==> config.mk <==
export PLATFORM = sky130hd
export DESIGN_NAME = cache_line_buf
export DESIGN_NICKNAME = d
export VERILOG_FILES = /design/src/common/cache_pkg.sv /design/src/cache/cache_line_buf.sv
export SDC_FILE = /design/constraint.sdc
export NUM_CORES = 1
export LEC_CHECK = 0
export BUFFER_PORTS_ARGS = -buffer_cell sky130_fd_sc_hd__buf_2
export CAP_MARGIN = 30
export CORE_UTILIZATION = 36
export DETAILED_ROUTE_END_ITERATION = 12
export HOLD_SLACK_MARGIN = 0.08
export PLACE_DENSITY_LB_ADDON = 0.05
export SETUP_SLACK_MARGIN = 0.02
export SLEW_MARGIN = 20
export SYNTH_ARGS = -nofsm -noshare
export SYNTH_HDL_FRONTEND = slang
export SYNTH_SLANG_ARGS = --single-unit
export TNS_END_PERCENT = 50
==> constraint.sdc <==
create_clock -name clk_i -period 2.9 [get_ports clk_i]
set_input_delay 0.58 -clock clk_i [delete_from_list [all_inputs] [get_ports clk_i]]
set_output_delay 0.58 -clock clk_i [all_outputs]
set_load 0.03 [all_outputs]
==> src/common/cache_pkg.sv <==
`default_nettype none

package cache_pkg;

  // ======================================================================
  // Geometry
  // ======================================================================
  localparam int addr_w    = 21;  // Word address
  localparam int idx_w     = 8;
  localparam int tag_w     = 11;
  localparam int num_lines = 256;

  // Lookup view of a word address
  typedef struct packed {
    logic [tag_w-1:0] tag;
    logic [idx_w-1:0] idx;
    logic [1:0]       word;
  } cache_addr_f_t;

  typedef union packed {
    logic [addr_w-1:0] flat;  // Master bus, memory model
    cache_addr_f_t     f;     // Tag, index, word select
  } cache_addr_u;

  // One RAM row, 144 bits
  typedef struct packed {
    logic              valid;
    logic [3:0]        dirty;  // One per word
    logic [tag_w-1:0]  tag;
    logic [3:0][31:0]  data;
  } cache_line_t;

  // ======================================================================
  // Bus bundles
  // ======================================================================
  typedef struct packed {
    logic        cyc;
    logic        stb;
    logic        we;
    cache_addr_u adr;
    logic [3:0]  sel;  // Byte lanes on writes
    logic [31:0] dat;
  } sbus_req_t;

  typedef struct packed {
    logic              cyc;
    logic              stb;
    logic              we;
    logic [addr_w-1:0] adr;
    logic [31:0]       dat;
  } mbus_req_t;

  // Line buffer commands
  typedef enum logic [2:0] {
    op_hold,
    op_load,
    op_merge,
    op_fill_word,
    op_clear_dirty,
    op_invalidate
  } line_op_e;

endpackage

`default_nettype wire

==> src/cache/cache_line_buf.sv <==
`timescale 1ns/1ps
`default_nettype none

module cache_line_buf (
  input  wire logic                   clk_i,
  input  wire logic                   rst_i,
  input  wire cache_pkg::line_op_e    op_i,
  input  wire logic [1:0]             beat_i,
  input  wire cache_pkg::sbus_req_t   req_i,
  input  wire cache_pkg::cache_line_t rd_line_i,
  input  wire logic [31:0]            mdat_i,
  output cache_pkg::cache_line_t      wr_line_o,
  output logic [31:0]                 rd_word_o,
  output logic [31:0]                 wb_word_o
);
  import cache_pkg::*;

  logic             valid_q;
  logic [3:0]       dirty_q;
  logic [tag_w-1:0] tag_q;
  logic [3:0][31:0] data_q;
  logic [1:0]       word;

  assign word = req_i.adr.f.word;

  // Line state bits
  always_ff @(posedge clk_i or posedge rst_i) begin
    if (rst_i) begin
      valid_q <= 1'b0;
      dirty_q <= '0;
    end else begin
      case (op_i)
        op_load: begin
          valid_q <= rd_line_i.valid;
          dirty_q <= rd_line_i.dirty;
        end
        op_merge:       dirty_q[word] <= 1'b1;
        op_fill_word: begin
          valid_q         <= 1'b1;
          dirty_q[beat_i] <= 1'b0;  // Fresh from memory
        end
        op_clear_dirty: dirty_q[beat_i] <= 1'b0;
        op_invalidate:  valid_q <= 1'b0;
        default: ;
      endcase
    end
  end

  // ======================================================================
  // Tag and data words
  // ======================================================================
  always_ff @(posedge clk_i) begin
    case (op_i)
      op_load: begin
        tag_q  <= rd_line_i.tag;
        data_q <= rd_line_i.data;
      end
      op_merge: begin
        for (int b = 0; b < 4; b++) begin
          if (req_i.sel[b]) begin
            data_q[word][8*b +: 8] <= req_i.dat[8*b +: 8];
          end
        end
      end
      op_fill_word: begin
        tag_q          <= req_i.adr.f.tag;
        data_q[beat_i] <= mdat_i;
      end
      default: ;
    endcase
    rd_word_o <= data_q[word];  // Valid in the ack cycle
  end

  assign wr_line_o = '{valid: valid_q, dirty: dirty_q, tag: tag_q, data: data_q};
  assign wb_word_o = data_q[beat_i];

endmodule

`default_nettype wire

* Word-level counts from Yosys, hierarchy flattened
Cells that the tools add are included.
Word-level totals: flip-flop bits (word level) 176, bits of input ports 243, output and inout bits 208
Cells by class: order comparisons 4, equality and inequality tests 5, multiplexer cells 34, bitwise operators 3, reductions and logical operators 7
Operators by type and width (number):
- $mux 128 | 7
- $bwmux 128 | 5
- $pmux 128 s3 | 1
- $demux 32 s2 | 5
- $bmux 32 s2 | 2
- $mux 32 | 4
- $mux 24 | 1
- $pmux 11 s2 | 1
- $mux 16 | 1
- $pmux 4 s3 | 1
- $reduce_bool 3->1 | 3
- $mux 8 | 1
- $eq 3x2->1 const B | 2
- $eq 3x3->1 const B | 2
- $lt 2x3->1 const B | 2
- $and 4x4->4 | 1
- $demux 1 s2 | 2
- $ge 2x1->1 const B | 2
- $not 4->4 | 1
- $or 4x4->4 | 1
- $eq 3x1->1 const B | 1
- $pmux 1 s3 | 1
- $logic_and 1x1->1 | 2
- $mux 1 | 2
- 2 further kinds | 2

* Depth between registers and ports, before layout
depth after elaboration 16, mapped depth 6

* Least setup slack after synthesis
OpenSTA, ideal clock, no wires.
path type input-to-reg, start input port op_i[0], end register data_q, in the netlist wr_line_o[0], enable pin, setup time 616 ps, data arrival time 6226 ps, data required time 2284 ps, path slack -3943 ps, stages on the path 3, buffers on the path 1, path through clkbuf_1 -> nor2_1 -> nor2_1
Between the ends: word-level cells in the longest chain between the ends 2, elaborated cells between the ends (all ways) 4, classes of those cells eq/ne (3); reduce/logical (1)
RTL lines:
- from (decl) | RTL line cache_line_buf.sv:7 | input wire cache_pkg::line_op_e op_i,
- $eq 3x2->1 / $eq 3x1->1 (equally long branches) | RTL line cache_line_buf.sv:53 | case (op_i)
- $reduce_bool 3->1 (no source line) (*)
- to (signal assigned) | RTL line cache_line_buf.sv:56 | data_q <= rd_line_i.data;
- to (signal, indexed assignment) | RTL line cache_line_buf.sv:61 | data_q[word][8*b +: 8] <= req_i.dat[8*b +: 8];
- to (signal, indexed assignment) | RTL line cache_line_buf.sv:67 | data_q[beat_i] <= mdat_i;
- to (decl) | RTL line cache_line_buf.sv:21 | logic [3:0][31:0] data_q;
Mark *: on every way between the ends. The rest lies on a longest branch, timed or not. A chain may end at the register's enable or synchronous reset.

* Worst setup path after layout
start input port beat_i[0], end output port wb_word_o[11]
Between the ends: word-level cells in the longest chain between the ends 2
RTL lines:
- from (decl) | RTL line cache_line_buf.sv:8 | input wire logic [1:0] beat_i,
- $bmux 32 s2 | RTL line cache_line_buf.sv:75 | assign wb_word_o = data_q[beat_i];
- $mux 32 (not written as such) | RTL line cache_line_buf.sv:75
- to (decl) | RTL line cache_line_buf.sv:14 | output logic [31:0] wb_word_o
No other way between the ends. The select of a mux whose other input is x is not followed.

==> metrics.txt <==
status=finished clean; vias in the first global route=10100; synth warn=0; Clock transition at path regs=around 70 ps; worst-skew pair later-pin latency=450 ps; Rows=between 60 and 70; Resized cells post-CTS=0; CTS sink cnt=approximately 180; Min Clock Period, post-route=about 2400 ps; total number of vias=10200; dpl cell area=14300 µm²; Total Neg Setup Slack=0 ps; Clock Skews=a little over 10 ps; crit path buf inv count=3; switch share=0.335; Worst Hold Depth=3; cells along the critical path=buf_4, buf_12, mux4_2, buf_2; Slew @ Worst Pin=about 720 ps; Die Span X=around 180 µm; hold crit path type=primary input to flop; die area=32800 µm²; combinational share of power=0.265; DRC viols=0; CTS tree=done; Tcrit/Tclk final=0.816; Final setup viols=0; Power, Total=7730 µW; Netlist cell types=36; crit-path max FO=37; total grt overflow=0; worst hold slack=approximately 400 ps; sequential share of the synthesized area=0.427; Starting DRT DRC Count=around 570; vias per inst=slightly below 6; top_reg_cell synth=edfxtp_1; starting density of the core=0.366; postcts setup bufs=0; core area=~32000 µm²; P_int=between 5000 and 6000 µW; Max IR drop VDD=about 410 µV; area grow syn2layout=29.3%; GRT Total Usage=0.263; RSZ-0062 raised after global routing=false; largest net degree at the start of global routing=between 100 and 150; port buffer count=around 440; total CTS buffers=17; clock network fraction of total power=0.324; cells after synthesis=between 900 and 1000; Pwr per Cell Area=~520 nW/µm²; fin. max-slew vios=0; TritonRoute pass-1 iters=5; RD Place Congestion=about 0.80; Worst path depth=4; initial antenna violation count=9; antenna-violating nets left=0; critical path start-end classification=primary input to primary output; Crit. End Element=primary output; relative slew slack=0.517; routed len/inst=around 25 µm; worst path required time=~2300 ps; Syn Nets=between 1000 and 1500; IO Pins=451; Avg Inst Size Synth=12.7 µm²; final instance area=~15000 µm²; Switching Power=approximately 2600 µW; first-pass GRT wire length=roughly 65000 µm; crit start category=primary input; #FFs+latches synth=176; CTS H-tree depth=4; Max Cap Viol=0; Async S/R FF share, synth=0.0284; Worst EP arrival=about 1800 ps; max incr delay on CP=550 ps; family with the most delay on the worst path=buffers and inverters; Max Clk Rate=423 MHz; clock tree buffer depth=2; die height=about 180 µm; final core occ=0.474; Seq pwr share=0.411; Post-synth EDFFs=around 140; slowest CP cell=mux4_2; Total Wirelength=between 40000 and 50000 µm; worst reg2reg path depth=1; detailed placer's ending HPWL=between 20000 and 30000 µm; post-synthesis instance area=approximately 12000 µm²; static leakage power=0.00664 µW; share of cells above drive strength 1=0.452; final hold vios=0; Hold-fix buffers, CTS=1; CTS root buf=clkbuf_16; nets@finish=1563
[registers in the layout (all words and copies together) (netlist names)]
register	cells
wr_line_o	128
rd_word_o	32
tag_q	11
dirty_q	4
valid_q	1
[kinds of logic after synthesis]
kind of cell           after synthesis  share of synthesized area
AOI/OAI and AO/OA                  140                      0.105
buffers and inverters               96                     0.0435
DFF                                176                      0.427
muxes                              331                      0.357
and+or+nand+nor                    169                     0.0674
[worst paths after layout]
check / slack (ps) / end / from
worst max-delay path: 530 / wb_word_o[11] / beat_i[0]
worst min-delay path: 400 / valid_q / rd_line_i[143]
worst max register to register: 1770 / rd_word_o[0] / wr_line_o[96]
worst min register to register: 490 / valid_q / valid_q
max in group asynchronous: 2130 / dirty_q[2] / rst_i
min in group asynchronous: 580 / dirty_q[1] / rst_i
[routing by layer]
layer | up-vias | global-route usage | wire, µm
li1 | 4532 | - | -
met1 | 5130 | 0.337 | 18200
met2 | 436 | 0.438 | 21600
met3 | 50 | 0.0657 | 3020
met4 | 10 | 0.0756 | 686
met5 | - | 0 | 71
[synthesized netlist by cell type, types with 2 or more instances]
library cell / instances / area, µm²
and3b_1: 3 / 26.3
clkbuf_1: 28 / 105
dfrtp_1: 5 / 125
a21o_1: 3 / 22.5
nor3b_1: 4 / 30.0
nor3_1: 3 / 15.0
nand3b_1: 10 / 75.1
buf_6: 6 / 67.6
inv_1: 5 / 18.8
o21ai_0: 3 / 15.0
o221ai_1: 128 / 1120
nand2_1: 129 / 484
nand4bb_1: 2 / 22.5
edfxtp_1: 139 / 4170
nand2b_1: 4 / 25.0
buf_1: 3 / 11.3
buf_4: 12 / 90.1
nor2b_1: 2 / 12.5
mux4_2: 64 / 1440
buf_2: 41 / 205
mux2_2: 11 / 124
nor2_1: 3 / 11.3
a221oi_1: 2 / 17.5
mux2i_1: 256 / 2560
dfxtp_1: 32 / 641
nand3_2: 4 / 40.0
[stage by stage]
step	worst slack [ps]	instances
after floorplan	-151	912
after global placement	519	1702
after detailed placement	494	1702
after CTS	516	1735
after global routing	483	1739
final	533	1739
[power groups by stage]
stage / Sequential, µW / Combinational, µW / Clock, µW
2_1_floorplan: 3590 / 952 / 0
3_3_place_gp: 3220 / 2050 / 0
3_5_place_dp: 3230 / 2070 / 0
4_1_cts: 3170 / 2070 / 2560
5_1_grt: 3210 / 2180 / 2630
6_report: 3180 / 2050 / 2500
[cell type report]
type,instances,area [µm²]
fillers,3030,16600
repair buffers,480,2690
well taps,402,503
multi-input cells,640,6190
inverters,5,18.8
flip-flops and latches,176,4940
clock buffers,17,425
clock inverters,15,185
diodes,4,10.0
[placed cells by master, fill, tap and decap left out, types with 4 or more instances in the layout]
cell        netlist  routed
buf_12            0      14
buf_2            41     437
buf_4            12      28
clkbuf_16         0      17
clkinvlp_4        0       5
dfrtp_1           5       5
dfxtp_1          32      32
diode_2           0       4
edfxtp_1        139     139
inv_1             5       5
inv_6             0       4
mux2_2           11      11
mux2i_1         256     256
mux4_2           64      64
nand2_1         129     129
nand3_2           4       4
nand3b_1         10      10
nor3b_2           0       4
o221ai_1        128     128
Power figures use the tool's default switching activity.
