<file path="config.mk">
export PLATFORM = sky130hd
export DESIGN_NAME = cache_ctrl
export DESIGN_NICKNAME = d
export VERILOG_FILES = /design/src/common/cache_pkg.sv /design/src/cache/cache_ctrl.sv
export SDC_FILE = /design/constraint.sdc
export NUM_CORES = 1
export LEC_CHECK = 0
export BUFFER_PORTS_ARGS = -buffer_cell sky130_fd_sc_hd__clkbuf_2
export CAP_MARGIN = 20
export CORE_AREA = 4 4 119 121
export CTS_BUF_LIST = sky130_fd_sc_hd__clkbuf_8
export CTS_CLUSTER_DIAMETER = 120
export CTS_CLUSTER_SIZE = 10
export DETAILED_ROUTE_END_ITERATION = 16
export DIE_AREA = 0 0 123 125
export PLACE_DENSITY = 0.45
export SLEW_MARGIN = 20
export SYNTH_ARGS = -nofsm -noshare
export SYNTH_HDL_FRONTEND = slang
export SYNTH_SLANG_ARGS = --single-unit
export TNS_END_PERCENT = 10
</file>
<file path="constraint.sdc">
create_clock -name clk_i -period 2.22 [get_ports clk_i]
set_input_delay 0.111 -clock clk_i [delete_from_list [all_inputs] [get_ports clk_i]]
set_output_delay 0.111 -clock clk_i [all_outputs]
set_load 0.05 [all_outputs]
</file>
<file path="src/common/cache_pkg.sv">
`default_nettype none

package cache_pkg;

  // ======================================================================
  // Geometry
  // ======================================================================
  localparam int addr_w    = 21;  // Word address
  localparam int idx_w     = 8;
  localparam int tag_w     = 11;
  localparam int num_lines = 256;

  // Lookup view of a word address
  typedef struct packed {
    logic [tag_w-1:0] tag;
    logic [idx_w-1:0] idx;
    logic [1:0]       word;
  } cache_addr_f_t;

  typedef union packed {
    logic [addr_w-1:0] flat;  // Master bus, memory model
    cache_addr_f_t     f;     // Tag, index, word select
  } cache_addr_u;

  // One RAM row, 144 bits
  typedef struct packed {
    logic              valid;
    logic [3:0]        dirty;  // One per word
    logic [tag_w-1:0]  tag;
    logic [3:0][31:0]  data;
  } cache_line_t;

  // ======================================================================
  // Bus bundles
  // ======================================================================
  typedef struct packed {
    logic        cyc;
    logic        stb;
    logic        we;
    cache_addr_u adr;
    logic [3:0]  sel;  // Byte lanes on writes
    logic [31:0] dat;
  } sbus_req_t;

  typedef struct packed {
    logic              cyc;
    logic              stb;
    logic              we;
    logic [addr_w-1:0] adr;
    logic [31:0]       dat;
  } mbus_req_t;

  // Line buffer commands
  typedef enum logic [2:0] {
    op_hold,
    op_load,
    op_merge,
    op_fill_word,
    op_clear_dirty,
    op_invalidate
  } line_op_e;

endpackage

`default_nettype wire

</file>
<file path="src/cache/cache_ctrl.sv">
`timescale 1ns/1ps
`default_nettype none

module cache_ctrl (
  input  wire logic                        clk_i,
  input  wire logic                        rst_i,
  input  wire cache_pkg::sbus_req_t        req_i,
  input  wire cache_pkg::cache_line_t      rd_line_i,
  input  wire logic [cache_pkg::idx_w-1:0] cnt_i,
  input  wire logic                        cnt_last_i,
  output logic                             cnt_clr_o,
  output logic                             cnt_inc_o,
  output cache_pkg::line_op_e              op_o,
  output logic                             ram_we_o,
  output logic                             ram_init_o,
  output cache_pkg::mbus_req_t             mreq_o,
  input  wire logic [31:0]                 wdat_i,
  input  wire logic                        mack_i,
  output logic                             ack_o,
  output logic [1:0]                       status_o
);
  import cache_pkg::*;

  typedef enum logic [3:0] {
    st_init,
    st_idle,
    st_lookup,
    st_hit,
    st_done,
    st_miss,
    st_wb,
    st_wb_gap,
    st_wb_end,
    st_fill,
    st_fill_gap,
    st_fill_end
  } state_e;

  state_e      state_q, state_d;
  cache_addr_u req_adr;
  cache_addr_u m_adr;
  logic [1:0]  beat;
  logic        hit;

  assign req_adr = req_i.adr;
  assign beat    = cnt_i[1:0];
  assign hit     = rd_line_i.valid && (rd_line_i.tag == req_adr.f.tag);

  assign ack_o      = (state_q == st_done);
  assign status_o   = {state_q == st_hit, state_q == st_miss};
  assign ram_init_o = (state_q == st_init);

  always_ff @(posedge clk_i or posedge rst_i) begin
    if (rst_i) begin
      state_q <= st_init;
    end else begin
      state_q <= state_d;
    end
  end

  // ======================================================================
  // Next state and strobes
  // ======================================================================
  always_comb begin
    state_d   = state_q;
    cnt_clr_o = 1'b0;
    cnt_inc_o = 1'b0;
    op_o      = op_hold;
    ram_we_o  = 1'b0;
    m_adr     = req_adr;
    m_adr.f.word = beat;
    mreq_o    = '0;

    case (state_q)
      st_init: begin
        op_o      = op_invalidate;
        ram_we_o  = 1'b1;
        cnt_inc_o = 1'b1;  // Counts down in init
        if (cnt_last_i) begin
          state_d = st_idle;
        end
      end
      st_idle: begin
        if (req_i.cyc && req_i.stb) begin
          state_d = st_lookup;
        end
      end
      st_lookup: begin
        op_o    = op_load;
        state_d = hit ? st_hit : st_miss;
      end
      st_hit: begin
        if (req_i.we) begin
          op_o = op_merge;
        end
        state_d = st_done;
      end
      st_done: begin
        ram_we_o = req_i.we;  // Store merged line
        state_d  = st_idle;
      end
      st_miss: begin
        cnt_clr_o = 1'b1;
        state_d   = rd_line_i.valid ? st_wb : st_fill;
      end
      st_wb: begin
        m_adr.f.tag = rd_line_i.tag;  // Victim address
        if (rd_line_i.dirty[beat]) begin
          mreq_o.cyc = 1'b1;
          mreq_o.stb = 1'b1;
          mreq_o.we  = 1'b1;
          mreq_o.dat = wdat_i;
          if (mack_i) begin
            op_o    = op_clear_dirty;
            state_d = st_wb_gap;
          end
        end else if (cnt_last_i) begin
          state_d = st_wb_end;
        end else begin
          cnt_inc_o = 1'b1;  // Skip clean word
        end
      end
      st_wb_gap: begin
        if (cnt_last_i) begin
          state_d = st_wb_end;
        end else begin
          cnt_inc_o = 1'b1;
          state_d   = st_wb;
        end
      end
      st_wb_end: begin
        ram_we_o  = 1'b1;
        cnt_clr_o = 1'b1;
        state_d   = st_fill;
      end
      st_fill: begin
        mreq_o.cyc = 1'b1;
        mreq_o.stb = 1'b1;
        if (mack_i) begin
          op_o    = op_fill_word;
          state_d = st_fill_gap;
        end
      end
      st_fill_gap: begin
        if (cnt_last_i) begin
          state_d = st_fill_end;
        end else begin
          cnt_inc_o = 1'b1;
          state_d   = st_fill;
        end
      end
      st_fill_end: begin
        ram_we_o = 1'b1;
        state_d  = st_lookup;  // Retry the lookup
      end
      default: state_d = st_idle;
    endcase

    mreq_o.adr = m_adr.flat;
  end

endmodule

`default_nettype wire

</file>
### After elaboration in Yosys (flattened, before gate mapping)

Index checks and enable logic that the tools add are counted.

* register bits after elaboration: 4

* magnitude comparators: 1
* eq/ne operators: 17
* muxes and demuxes: 29
* reduce and logical (&&, ||, !) cells: 7

Operators with widths (number)
* $mux W32: 2
* $pmux W4 S11: 1
* $mux W4: 8
* $eq A4 B3 Y1 const B: 4
* $eq A4 B4 Y1 const B: 4
* $pmux W3 S5: 1
* $mux W3: 4
* $eq A11 B11 Y1: 1
* $mux W11: 1
* $eq A4 B2 Y1 const B: 2
* $mux W2: 3
* $ne A2 B2 Y1 const B: 3
* $ne A3 B3 Y1 const B: 2
* $mux W1: 5
* $reduce_and A5 Y1: 1
* $eq A4 B1 Y1 const B: 1
* $logic_not A4 Y1: 1
* $pmux W2 S2: 1
* $reduce_or A2 Y1: 2
* $lt A2 B3 Y1 const B: 1
* $pmux W1 S3: 1
* $reduce_or A3 Y1: 1
* $bmux W1 S2: 1
* $logic_and A1 B1 Y1: 2
* $pmux W1 S2: 1

### Logic depth before layout (Yosys ltp)

* word-level depth: 4
* gate-level depth with buffers: 8
* mapped depth without buffers: 6

### Worst setup path before layout

No wires, ideal clock.

* path kind: flip-flop to output port
* start point: reg state_q[2]
* end point: out cnt_inc_o
* data arrival time: 2.076 ns
* required time: 2.109 ns
* path slack: 0.033 ns
* stages on the path, launching flop included: 5
* buffers on the path: 1
* cell sequence: dfrtp_1 buf_6 nor3_1 a21oi_1 o31ai_1

* cells in the longest elaborated chain, start to end: 3
* elaborated cells on any way between the ends: 6

Ends and longest elaborated chain
* start, declared: RTL line cache_ctrl.sv:39 `state_e state_q, state_d;`
* start signal, assigned: RTL line cache_ctrl.sv:55 `state_q <= st_init;`
* start signal, assigned: RTL line cache_ctrl.sv:57 `state_q <= state_d;`
* $eq A4 B4 Y1 / $eq A4 B3 Y1 (equally long branches): RTL line cache_ctrl.sv:74 `case (state_q)`
* $reduce_or A2 Y1 (no source line)
* $pmux W1 S3 (*): RTL line cache_ctrl.sv:74
* end, declared: RTL line cache_ctrl.sv:12 `output logic cnt_inc_o,`

Every way passes the cells marked *; elsewhere a longest branch is shown, timed or not.

==> results_dict.tcl <==
set metrics [dict create \
    status "finished clean" \
    fin_worst_skew_ns 0.00274 \
    drt_iter0_markers 52 \
    synthTopCellsByArea "and3_1, mux2_2, dfrtp_1, xnor2_1, buf_4" \
    nFillCells 1490 \
    place_congestion 0.746 \
    power_switching_share_pct 62.9 \
    power_leakage_nw 1.07 \
    die_w_um 123 \
    busiest_layer "met2" \
    yosysSeqAreaShare_pct 8.96 \
    hold_class "primary input to flip-flop" \
    worstSetupEndpointType "primary output" \
    synth-seq-cells 4 \
    ys.flop_type "dfrtp_1" \
    holdPathStages 2 \
    met3_usage_pct 1.49 \
    min_period_ns 1.99 \
    area_growth_pct 71.3 \
    drtPass1Iterations 4 \
    async_reset_ff_share_pct 100 \
    stdcell_count 440 \
    cts_setup_buffers 0 \
    cp-start-kind "flip-flop" \
    place_area_um2 1860 \
    drive_gt1_share_pct 58.7 \
    maxCapViolCount 0 \
    dp_slack_ns 0.359 \
    layout.nets 514 \
    drc 0 \
    drtAntennaViolNets 0 \
    cts_hold_buf 1 \
    num_rows 42 \
    largest_reg_flops 4 \
    reg2regPathDepth 5 \
    top_register "state_q" \
    max-slew-margin-rel_pct 56.0 \
    crit_required_ns 2.11 \
    port_buffers 125 \
    grt_antenna_before_repair 0 \
    dieArea_um2 15400 \
    path_max_fanout 45 \
    pwr-share-seq_pct 10.1 \
    maxSlewViolCount 0 \
    min_from "mack_i" \
    track_usage_pct 6.70 \
    holdPathEnd "state_q[3]" \
    worst_r2r_endpoint "state_q[2]" \
    vdd_drop_max_mv 0.285 \
    grt_max_degree 46 \
    clk_pin_slew_ns 0.03 \
    fin_crit_sh_pct 89.6 \
    setup_violations 0 \
    setup_ws_ns 0.231 \
    dp_hpwl_um 4710 \
    cts_buffers 3 \
    crit_type "flip-flop to primary output" \
    fp.dieH_um 125 \
    dp.cells 436 \
    r2r_slack_ns 0.39 \
    ctsResizeCount 0 \
    clockBufferDepth 2 \
    totalWireLength_um 5270 \
    core_um2 13100 \
    viasPerCell 3.52 \
    syn_area_um2 1120 \
    r2r-start "state_q[3]" \
    grt_use_met2_pct 10.7 \
    cts_tree "done" \
    power_switching_w 0.00105 \
    ys_warn_count 0 \
    clkLatencyLatePin_ns 0.22 \
    hold_slack_ns 0.176 \
    clock-sinks 4 \
    grt_first_pass_wirelength_um 8250 \
    grt_pass1_vias 1627 \
    synth_top_cell_area_share_pct 16.2 \
    cts-htree-levels 1 \
    final_hold_viol_count 0 \
    cell_internal_pwr_w 0.000619 \
    initial_utilization_pct 8.54 \
    p_clk_share_pct 9.0 \
    tns_ns 0 \
    synth-edff-count 0 \
    vias 1548 \
    powerDensity_nw_per_um2 872 \
    num_antenna_cells 0 \
    rsz0062_at_grt "no" \
    final_area_um2 1910 \
    fmax_mhz 503 \
    yosysTopAreaCell "and3_1" \
    syn-mean-instance-area_um2 7.30 \
    p_comb_share_pct 80.9 \
    wire_per_inst_um 12.0 \
    clockRootBuffer "clkbuf_8" \
    globalRouteOverflowTotal 0 \
    ys_types 41 \
    met1_usage_pct 9.06 \
    syn_inst 153 \
    io_pins 314 \
    reg.largest.list "state_q x4" \
    crit_arrival_ns 1.88 \
    synth_fp_nets 401 \
    tightest_slew_ns 0.644 \
]
[Yosys cell counts (2+ instances only)]
master,n
o31ai_1,2
nand2_1,8
inv_1,6
nand2b_1,4
a21oi_1,7
and3_2,3
o22ai_1,2
nand4_1,3
buf_2,3
or3_1,2
buf_6,2
clkbuf_1,6
xnor2_1,11
nor2b_1,2
dfrtp_1,4
mux2_2,11
nor3_1,3
buf_4,12
o21bai_1,2
and3_1,29
o21ai_0,5
nor2_1,7
[cell usage in the layout (no fill, tap or decap), types with 2 or more instances in the layout]
| cell | n |
|---|---|
| a21oi_1 | 7 |
| and3_1 | 29 |
| and3_2 | 3 |
| buf_4 | 4 |
| clkbuf_2 | 125 |
| clkbuf_8 | 3 |
| dfrtp_1 | 4 |
| inv_1 | 6 |
| mux2_2 | 11 |
| nand2_1 | 8 |
| nand2b_1 | 4 |
| nand4_1 | 3 |
| nor2_1 | 7 |
| nor2b_1 | 2 |
| nor3_1 | 3 |
| o21ai_0 | 5 |
| o21bai_1 | 2 |
| o22ai_1 | 2 |
| o31ai_1 | 2 |
| or3_1 | 2 |
| xnor2_1 | 11 |
[critical path: stages, from the launching register on]
cell and delay [ns]:
dfrtp_1 0.46, and4bb_2 0.38, buf_12 0.20, mux2_2 0.35, clkbuf_2 0.25
[routing by layer]
| metal | share of wire (%) | vias to the layer above |
|---|---|---|
| li1 | - | 774 |
| met1 | 45 | 675 |
| met2 | 45 | 97 |
| met3 | 8.7 | 2 |
| met4 | 0.78 | 0 |
| met5 | 0 | - |
[cells by family after synthesis]
kind of cell    synth area share [%]
simple gates                    35.6
buf+inv                         15.8
xor+xnor                        8.62
mux                             13.1
compound gates                  17.9
flops                           8.96
[power groups by stage]
stage	Clock [W]	Sequential [W]	Combinational [W]
final	0.000150	0.000169	0.00135
after global routing	0.000163	0.000180	0.00147
after CTS	0.000155	0.000170	0.00137
after detailed placement	0	0.000170	0.00137
after global placement	0	0.000168	0.00137
after floorplan	0	0.000134	0.00109
[metrics by stage]
stage / total power (W) / util (%)
after global routing: 0.00182 / 14.6
after floorplan: 0.00123 / -
final: 0.00167 / 14.6
after global placement: 0.00154 / 14.2
after CTS: 0.00170 / 14.6
after detailed placement: 0.00153 / 14.2
[worst max path at each step]
stage                     startpoint    endpoint
after floorplan           state_q[2]   cnt_inc_o
after global placement    state_q[3]  state_q[2]
after detailed placement  state_q[3]  state_q[2]
after CTS                 state_q[3]  mreq_o[50]
after global routing      state_q[3]   cnt_inc_o
final                     state_q[3]  mreq_o[43]
[area by class of cell]
class                      instances  area (um2)  area share [%]
inverter                           7        26.3            1.37
tap                              176         220            11.5
sequential                         4         100            5.23
multi-input combinational        119         841            43.9
timing repair buffer             131         686            35.8
clock buffer                       3        41.3            2.16
Power figures use the tool's default switching activity.
