==> src/common/cache_pkg.sv <==
`default_nettype none

package cache_pkg;

  // ======================================================================
  // Geometry
  // ======================================================================
  localparam int addr_w    = 21;  // Word address
  localparam int idx_w     = 8;
  localparam int tag_w     = 11;
  localparam int num_lines = 256;

  // Lookup view of a word address
  typedef struct packed {
    logic [tag_w-1:0] tag;
    logic [idx_w-1:0] idx;
    logic [1:0]       word;
  } cache_addr_f_t;

  typedef union packed {
    logic [addr_w-1:0] flat;  // Master bus, memory model
    cache_addr_f_t     f;     // Tag, index, word select
  } cache_addr_u;

  // One RAM row, 144 bits
  typedef struct packed {
    logic              valid;
    logic [3:0]        dirty;  // One per word
    logic [tag_w-1:0]  tag;
    logic [3:0][31:0]  data;
  } cache_line_t;

  // ======================================================================
  // Bus bundles
  // ======================================================================
  typedef struct packed {
    logic        cyc;
    logic        stb;
    logic        we;
    cache_addr_u adr;
    logic [3:0]  sel;  // Byte lanes on writes
    logic [31:0] dat;
  } sbus_req_t;

  typedef struct packed {
    logic              cyc;
    logic              stb;
    logic              we;
    logic [addr_w-1:0] adr;
    logic [31:0]       dat;
  } mbus_req_t;

  // Line buffer commands
  typedef enum logic [2:0] {
    op_hold,
    op_load,
    op_merge,
    op_fill_word,
    op_clear_dirty,
    op_invalidate
  } line_op_e;

endpackage

`default_nettype wire

==> src/cache/cache_beat_cnt.sv <==
`timescale 1ns/1ps
`default_nettype none

module cache_beat_cnt (
  input  wire logic                        clk_i,
  input  wire logic                        rst_i,
  input  wire logic                        ram_init_i,
  input  wire logic                        clr_i,
  input  wire logic                        inc_i,
  output logic [cache_pkg::idx_w-1:0]      cnt_o,
  output logic                             last_o
);

  logic [cache_pkg::idx_w-1:0] cnt_q;

  // Down over all rows in init, up over beats afterwards
  always_ff @(posedge clk_i or posedge rst_i) begin
    if (rst_i) begin
      cnt_q <= '1;
    end else if (clr_i) begin
      cnt_q <= '0;
    end else if (inc_i) begin
      if (ram_init_i) begin
        cnt_q <= cnt_q - 1'b1;
      end else begin
        cnt_q <= cnt_q + 1'b1;
      end
    end
  end

  assign cnt_o  = cnt_q;
  assign last_o = ram_init_i ? (cnt_q == '0) : (cnt_q == 3);  // Last row or beat 3

endmodule

`default_nettype wire

==> config.mk <==
export PLATFORM = sky130hd
export DESIGN_NAME = cache_beat_cnt
export DESIGN_NICKNAME = d
export VERILOG_FILES = /design/src/common/cache_pkg.sv /design/src/cache/cache_beat_cnt.sv
export SDC_FILE = /design/constraint.sdc
export NUM_CORES = 1
export LEC_CHECK = 0
export BUFFER_PORTS_ARGS = -buffer_cell sky130_fd_sc_hd__buf_4
export CORE_MARGIN = 10
export CORE_UTILIZATION = 27
export DETAILED_ROUTE_END_ITERATION = 7
export PLACE_DENSITY = 0.46
export SKIP_LAST_GASP = 1
export SYNTH_ARGS = -nofsm -noshare
export SYNTH_HDL_FRONTEND = slang
export SYNTH_SLANG_ARGS = --single-unit
==> constraint.sdc <==
create_clock -name clk_i -period 2.6 [get_ports clk_i]
set_input_delay 0.26 -clock clk_i [delete_from_list [all_inputs] [get_ports clk_i]]
set_output_delay 0.26 -clock clk_i [all_outputs]
set_load 0.02 [all_outputs]
After elaboration in Yosys (flattened, before gate mapping)
Index checks and enable logic that the tools add are counted.
{"block": "word_totals", "input_bits": 5, "output_inout_bits": 9, "reg_bits": 8}
{"block": "op_classes", "add_sub_neg": 2, "n_reduce_logical": 2, "muxes": 4, "eq_ne": 1}
{"cell": "two-way mux 8 bit", "count": 3}
{"cell": "adder 8 x 1 -> 8 bit, second input constant", "count": 1}
{"cell": "== test 8 x 2 -> 1 bit, second input constant", "count": 1}
{"cell": "zero test 8 bit", "count": 1}
{"cell": "subtractor 8 x 1 -> 8 bit, second input constant", "count": 1}
{"cell": "nonzero test 2 bit", "count": 1}
{"cell": "two-way mux 1 bit", "count": 1}

Logic depth before layout (Yosys ltp)
Gate-level depths: netlist of the first run.
{"block": "depth", "word_depth": 4, "mapped_depth": 6, "depth_no_buf": 6}

Worst setup path before layout of the first run
OpenSTA, ideal clock, no wires.
{"block": "synth_timing", "kind": "register -> output", "startpoint": "reg cnt_q, in the netlist cnt_o[4]", "endpoint": "out last_o", "stages_incl_launch_ff": 3, "required_time_ns": 2.340, "arrival_time_ns": 1.601, "path_buffers": 0, "path_slack_ns": 0.739, "cell_sequence": "dfstp_2 or4_1 nor4_1"}
{"block": "synth_via", "elab_chain_len": 2, "word_cells_on_any_way": 3}
{"item": "start, declared", "line": "cache_beat_cnt.sv:14", "text": "logic [cache_pkg::idx_w-1:0] cnt_q;"}
{"item": "start signal, assigned", "line": "cache_beat_cnt.sv:24", "text": "cnt_q <= cnt_q - 1'b1;"}
{"item": "start signal, assigned", "line": "cache_beat_cnt.sv:26", "text": "cnt_q <= cnt_q + 1'b1;"}
{"item": "== test 8 x 2 -> 1 bit or zero test 8 bit (tied branches)", "line": "cache_beat_cnt.sv:32", "text": "assign last_o = ram_init_i ? (cnt_q == '0) : (cnt_q == 3);"}
{"item": "two-way mux 1 bit *", "line": "cache_beat_cnt.sv:32"}
{"item": "end, declared", "line": "cache_beat_cnt.sv:11", "text": "output logic last_o"}
Mark *: on every way between the ends. The rest lies on a longest branch, timed or not.

Final worst setup path of the first run
{"block": "layout_timing", "startpoint": "reg cnt_q, in the netlist cnt_o[0]", "endpoint": "reg cnt_q, in the netlist cnt_o[6]"}
{"block": "layout_via", "elab_chain_len": 4, "word_cells_on_any_way": 5}
{"item": "adder 8 x 1 -> 8 bit or subtractor 8 x 1 -> 8 bit (tied branches)", "line": "cache_beat_cnt.sv:26, cache_beat_cnt.sv:24"}
{"item": "two-way mux 8 bit *", "line": "cache_beat_cnt.sv:23", "text": "if (ram_init_i) begin"}
{"item": "two-way mux 8 bit *", "line": "cache_beat_cnt.sv:22", "text": "end else if (inc_i) begin"}
{"item": "two-way mux 8 bit *", "line": "cache_beat_cnt.sv:20", "text": "end else if (clr_i) begin"}
Mark *: on every way between the ends. The rest lies on a longest branch, timed or not. The select of a mux whose other input is x is not followed.
A chain may end at the register's enable or synchronous reset.

==> results.ini, run 1 <==
[detailed_routing]
routed_wl_mm=1.67
drtPass1Iterations=4
vias=565
routedWlPerCell_um=14.5
drt_iter0_markers=18
drc_errors=0
vias_per_cell=4.91
ant_nets=0

[worst_setup_path]
critical_path_class=register to register
worst-path-max-fanout=7
cp.required_ns=2.78
critPathLaunchType=register
critical_path.startpoint=cnt_o[0]
critPathMaxStageDelay_ns=0.44
cp.arrival_ns=2.09
reg2reg_from=cnt_o[0]
crit_path_end_kind=register
path_buf_inv=0
critical_path.cell_chain=fa_1 > a21o_1 > a21oi_1 > o21ai_1 > mux2i_1 > a311o_1
critical_path.top_delay_family=compound AO/OA/AOI/OAI gates
cpMaxStageDelayCell=fa_1

[sta]
hold_viol=0
fmaxAchievable_ghz=0.525
setup_tns_ns=0
tightest_slew_ns=0.340
max-slew-margin-rel=0.773
period_minus_slack_ns=1.91
setup_violations=0
fin_crit_sh=0.733
maxSlewViolCount=0
rsz0062_at_grt=no
skew_ns=0.000618

[synth]
ys_seq_elements=8
synth_edf_count=0
syn_nets=83
synthArstFlopShare=1.00
syn_area_sq_um=674
synth_cells=71
ys_top_cells_by_area=dfstp_2 (31%), ha_1 (11%), mux2i_1 (5.9%)
yosysSeqAreaShare=0.312
yosys-top-cells-count=dfstp_2 (8), a21oi_1 (7), nor2_1 (7)
synth_top_area_cell=dfstp_2
ys_warn_count=0
yosysUniqueCellTypes=32
ys.flop_type=dfstp_2
post-synth-top-count-cell=dfstp_2
synth.top_cell.area_share=0.312
avgSynthCellArea_sq_um=9.50

[power]
p_sw_w=0.000192
p_per_area_mw_per_mm2=616
share_seq_of_total_power=0.358
p_leak_nw=0.353
pwr-share-comb=0.443
switching_share=0.379
p_int_w=0.000315
vdd_drop_max_mv=0.242
power_frac_clock=0.198
fin_total_pwr_w=0.000507

[final_layout]
antennaDiodeCount=0
drive_above_1_share=0.329
final_cells=115
fillerInstances=262
final_nets=99
syn_to_final_growth_pct=22.1
final_util=0.338
largest_register_ffs=8

[clock_network]
h-tree-depth=1
clock_latency_ns=0.25
root_buffer=clkbuf_4
cts_setup_buffers=0
numCtsBuffers=3
cts_resized=0
ctsHoldBuffers=0
clock_path_buffers=2
tritoncts=done
cts_sinks=8
cts.clk_slew.worst_paths_ns=0.06

[placed_design]
dp_hpwl_mm=1.31
gp_congestion=0.796
dp_cells=112
numPortBuffers=13

[worst_hold_path]
hold_start=clr_i
min_path_type=input port to register

[die]
die-area_sq_mm=0.00490
core_region_area_sq_mm=0.00243
dieHeight_um=70.0
rows=18
io_pins=14
die_x_um=70.0
start_util=0.277

[grt]
grt_overflow_total=0
grt_start_max_net_pins=17
grt_pass1_vias=580
antenna_found_initial=0
grt_pass1_wl_mm=2.75
grt_usage=0.0684

[job]
maxCapViolCount=0

[status]
status=finished, final reports clean

==> worst paths after layout <==
check	to	slack [ns]	cells after the start
worst max-delay path	cnt_o[6]	0.69	6
worst min-delay path	cnt_o[7]	0.22	2
worst max register to register	cnt_o[6]	0.69	6
worst min register to register	cnt_o[7]	0.51	2
max in group asynchronous	cnt_o[7]	2.34	2
min in group asynchronous	cnt_o[3]	0.23	2
==> kinds of logic (layout without fill, tap and decap cells) <==
kind of cell	Yosys count	after routing	synth area share
flip-flops	8	8	0.312
multiplexers	5	5	0.0761
XOR/XNOR	4	4	0.0519
adder cells (fa/ha/maj)	7	7	0.141
AND/OR/NAND/NOR	24	24	0.206
AO/OA/AOI/OAI	18	18	0.184
buffers and inverters	5	19	0.0297
==> per-stage QoR <==
stage          hold WS (ns)  instance area (sq um)  worst slack (ns)
2_1_floorplan         0.303                    674             0.739
5_1_grt               0.220                    823             0.599
4_1_cts               0.212                    823             0.662
6_report              0.218                    823             0.693
3_5_place_dp          0.491                    801             0.648
3_3_place_gp          0.490                    801             0.699
==> power groups by stage <==
stage	clock, W	combinational, W	sequential [W]
floorplan	0	0.000134	0.000202
global placement	0	0.000227	0.000184
detailed placement	0	0.000227	0.000183
CTS	0.000104	0.000228	0.000181
global route	0.000115	0.000249	0.000185
finish	0.000101	0.000225	0.000182
==> cell usage in the layout (no fill, tap or decap), types with 2 or more instances in the layout <==
cell and n:
nor3_1 2, nand3_1 2, mux2i_1 4, a21o_1 2, xnor2_1 4, nor2_1 7
buf_4 13, nand2_1 4, inv_1 3, dfstp_2 8, a21oi_1 7, ha_1 6
clkbuf_4 3, nand4bb_1 2
==> metal layers <==
layer / part of all wire / track usage / routed length [um] / up-vias
li1: - / - / - / 300
met1: 0.50 / 0.0856 / 842 / 262
met2: 0.49 / 0.106 / 816 / 3
met3: 0.0054 / 0.00847 / 9 / 0
met4: 0 / 0.0461 / 0 / 0
met5: 0 / 0 / 0 / -
==> layout make-up <==
| type | instances | area [sq um] | share of cell area |
|---|---|---|---|
| clock buffers | 3 | 22.5 | 0.0274 |
| inverters | 3 | 11.3 | 0.0137 |
| multi-input cells | 58 | 444 | 0.540 |
| flip-flops and latches | 8 | 210 | 0.255 |
| well taps | 30 | 37.5 | 0.0456 |
| repair buffers | 13 | 97.6 | 0.119 |
==> worst reg2reg max path, stage by stage, from the launching register on <==
cell     delay [ns]
dfstp_2        0.41
fa_1           0.44
a21o_1         0.19
a21oi_1        0.22
o21ai_1        0.12
mux2i_1        0.13
a311o_1        0.32
Power figures use the tool's default switching activity.
==> run 2, diff against run 1 <==
--- a/config.mk
+++ b/config.mk
@@ -9,7 +9,7 @@
 export CORE_MARGIN = 10
 export CORE_UTILIZATION = 27
 export DETAILED_ROUTE_END_ITERATION = 7
-export PLACE_DENSITY = 0.46
+export PLACE_DENSITY = 0.48
 export SKIP_LAST_GASP = 1
 export SYNTH_ARGS = -nofsm -noshare
 export SYNTH_HDL_FRONTEND = slang
==> constraint.sdc (replaced) <==
create_clock -name clk_i -period 1.57 [get_ports clk_i]
set_input_delay 0.157 -clock clk_i [delete_from_list [all_inputs] [get_ports clk_i]]
set_output_delay 0.157 -clock clk_i [all_outputs]
set_load 0.02 [all_outputs]
==> run 2 against run 1 <==
The run now ends with setup timing left. Die area did not move. Sequential share of layout area fell by 7.4 points. Clock-buffer cell count did not move. Non-clock buffer count rose by 24. Utilization rose by 14 points. Clock skew rose by 0.00057 ns. Register-to-register slack got worse by 0.90 ns. Critical endpoint is now last_o. Largest power group unchanged.
==> results.ini, run 2 (same netlist as run 1, synthesis figures left out) <==
[detailed_routing]
drtPass1Iterations=4  ; unchanged
drc_errors=0  ; unchanged
routedWlPerCell_um=15.3  ; +5.6%
drt_iter0_markers=26  ; +8
ant_nets=0  ; unchanged
routed_wl_mm=2.13  ; +28%
vias=691  ; +22%
vias_per_cell=4.97  ; +1.2%

[die]
rows=18  ; unchanged
die_x_um=70.0  ; unchanged
core_region_area_sq_mm=0.00243  ; unchanged
die-area_sq_mm=0.00490  ; unchanged
dieHeight_um=70.0  ; unchanged
io_pins=14  ; unchanged
start_util=0.277  ; unchanged

[clock_network]
numCtsBuffers=3  ; unchanged
ctsHoldBuffers=0  ; unchanged
tritoncts=done
root_buffer=clkbuf_4
cts_sinks=8  ; unchanged
clock_latency_ns=0.27  ; +0.02 ns
clock_path_buffers=2  ; unchanged
cts.clk_slew.worst_paths_ns=0.06  ; about the same
h-tree-depth=1  ; unchanged

[worst_setup_path]
critical_path.cell_chain=buf_4 > or4_4 > nor4_4 > buf_4
critPathLaunchType=register
critical_path_class=register to primary output
critical_path.startpoint=cnt_o[6]
cp.required_ns=1.41  ; -1.37 ns
reg2reg_slack_ns=-0.21  ; -0.90 ns
worst-path-max-fanout=3  ; -4
cp.arrival_ns=1.71  ; -0.38 ns
crit_top_cell=buf_4
reg2reg_from=cnt_o[2]
critPathMaxStageDelay_ns=0.55  ; +0.11 ns
regToRegEndpoint=cnt_o[5]
crit_path_end_kind=primary output
critical_path.top_delay_family=simple AND/OR/NAND/NOR gates
cpMaxStageDelayCell=or4_4
r2r_cells=6  ; unchanged
path_buf_inv=2  ; +2

[sta]
period_minus_slack_ns=1.86
rsz0062_at_grt=yes
skew_ns=0.00119  ; +0.000573 ns
max-slew-margin-rel=0.775  ; +0.00244
setup_violations=5  ; +5
tightest_slew_ns=0.337  ; -0.00365 ns
fin_ws_ns=-0.295  ; -0.988 ns
fmaxAchievable_ghz=0.536
hold_viol=0  ; unchanged
fin_crit_sh=1.19
maxSlewViolCount=0  ; unchanged

[grt]
antenna_found_initial=0  ; unchanged
grt_usage=0.0864  ; +0.0180
grt_pass1_vias=702  ; +21%
grt_pass1_wl_mm=3.38  ; +23%
grt_overflow_total=0  ; unchanged
grt_start_max_net_pins=17  ; unchanged

[final_layout]
largest_register_ffs=8  ; unchanged
drive_above_1_share=0.642  ; +0.313
syn_to_final_growth_pct=71.4
fillerInstances=239  ; -8.8%
final_nets=123  ; +24%
fin_area_sq_mm=0.00116  ; +40%
final_cells=139  ; +21%
final_cell_mix=buf_4 (36), dfstp_2 (8), nor2_1 (7)
final_util=0.475  ; +0.137
layout_commonest_cell=buf_4
antennaDiodeCount=0  ; unchanged

[placed_design]
dp_cells=133  ; +19%
numPortBuffers=13  ; unchanged
dp_hpwl_mm=1.56  ; +18%
gp_congestion=0.787  ; -1.2%
dpl_cell_area_sq_mm=0.00102  ; +28%

[power]
vdd_drop_max_mv=0.494  ; +100%
p_per_area_mw_per_mm2=967  ; +57%
fin_total_pwr_w=0.00112  ; +120%
p_leak_nw=0.503  ; +42%

[worst_hold_path]
min_path_type=input port to async pin

[status]
violations=setup timing
status=finished, violations left

[job]
maxCapViolCount=0  ; unchanged

run 2: worst max path at each step:
stage | to | slack [ns] | cells after the start
floorplan | cnt_o[6] | -0.18 | 6
detailed placement | cnt_o[7] | -0.27 | 6
global placement | cnt_o[7] | -0.28 | 6
global route | last_o | -0.34 | 4
CTS | last_o | -0.31 | 4
finish | last_o | -0.29 | 4
run 2: repair_timing:
action | in CTS | in global routing
buffers inserted | 4 | 0
pin swaps | 5 | 13
hold endpoints to repair | 0 | 0
gates resized for setup | 5 | 12
setup endpoints to repair | 5 | 6
run 2: per-stage QoR:
step	hold slack (ns)	setup WS (ns)	TNS, ns
3_5_place_dp	0.395	-0.268	-0.647
4_1_cts	0.122	-0.305	-0.941
2_1_floorplan	0.200	-0.181	-0.508
3_3_place_gp	0.395	-0.275	-0.620
6_report	0.114	-0.295	-0.992
5_1_grt	0.138	-0.337	-1.27
run 2: area by class of cell:
type	count	area, sq um	area share
clock buffer	3	22.5	0.0195
tap	30	37.5	0.0325
multi-input combinational	58	593	0.513
inverter	3	11.3	0.00974
timing repair buffer	37	282	0.244
sequential	8	210	0.182
run 2: report_power, final:
part | internal, W | switching, W | leakage (nW)
clock network | 0.0000886 | 0.0000864 | 0.0138
registers | 0.000260 | 0.0000250 | 0.0833
logic | 0.000352 | 0.000307 | 0.406
total | 0.000700 | 0.000418 | 0.503
run 2: metal layers:
metal	track usage	share of wire	vias to the layer above
met5	0	0	-
li1	-	-	349
met3	0.0169	0.015	5
met4	0.0658	0.022	0
met1	0.106	0.45	332
met2	0.128	0.51	5
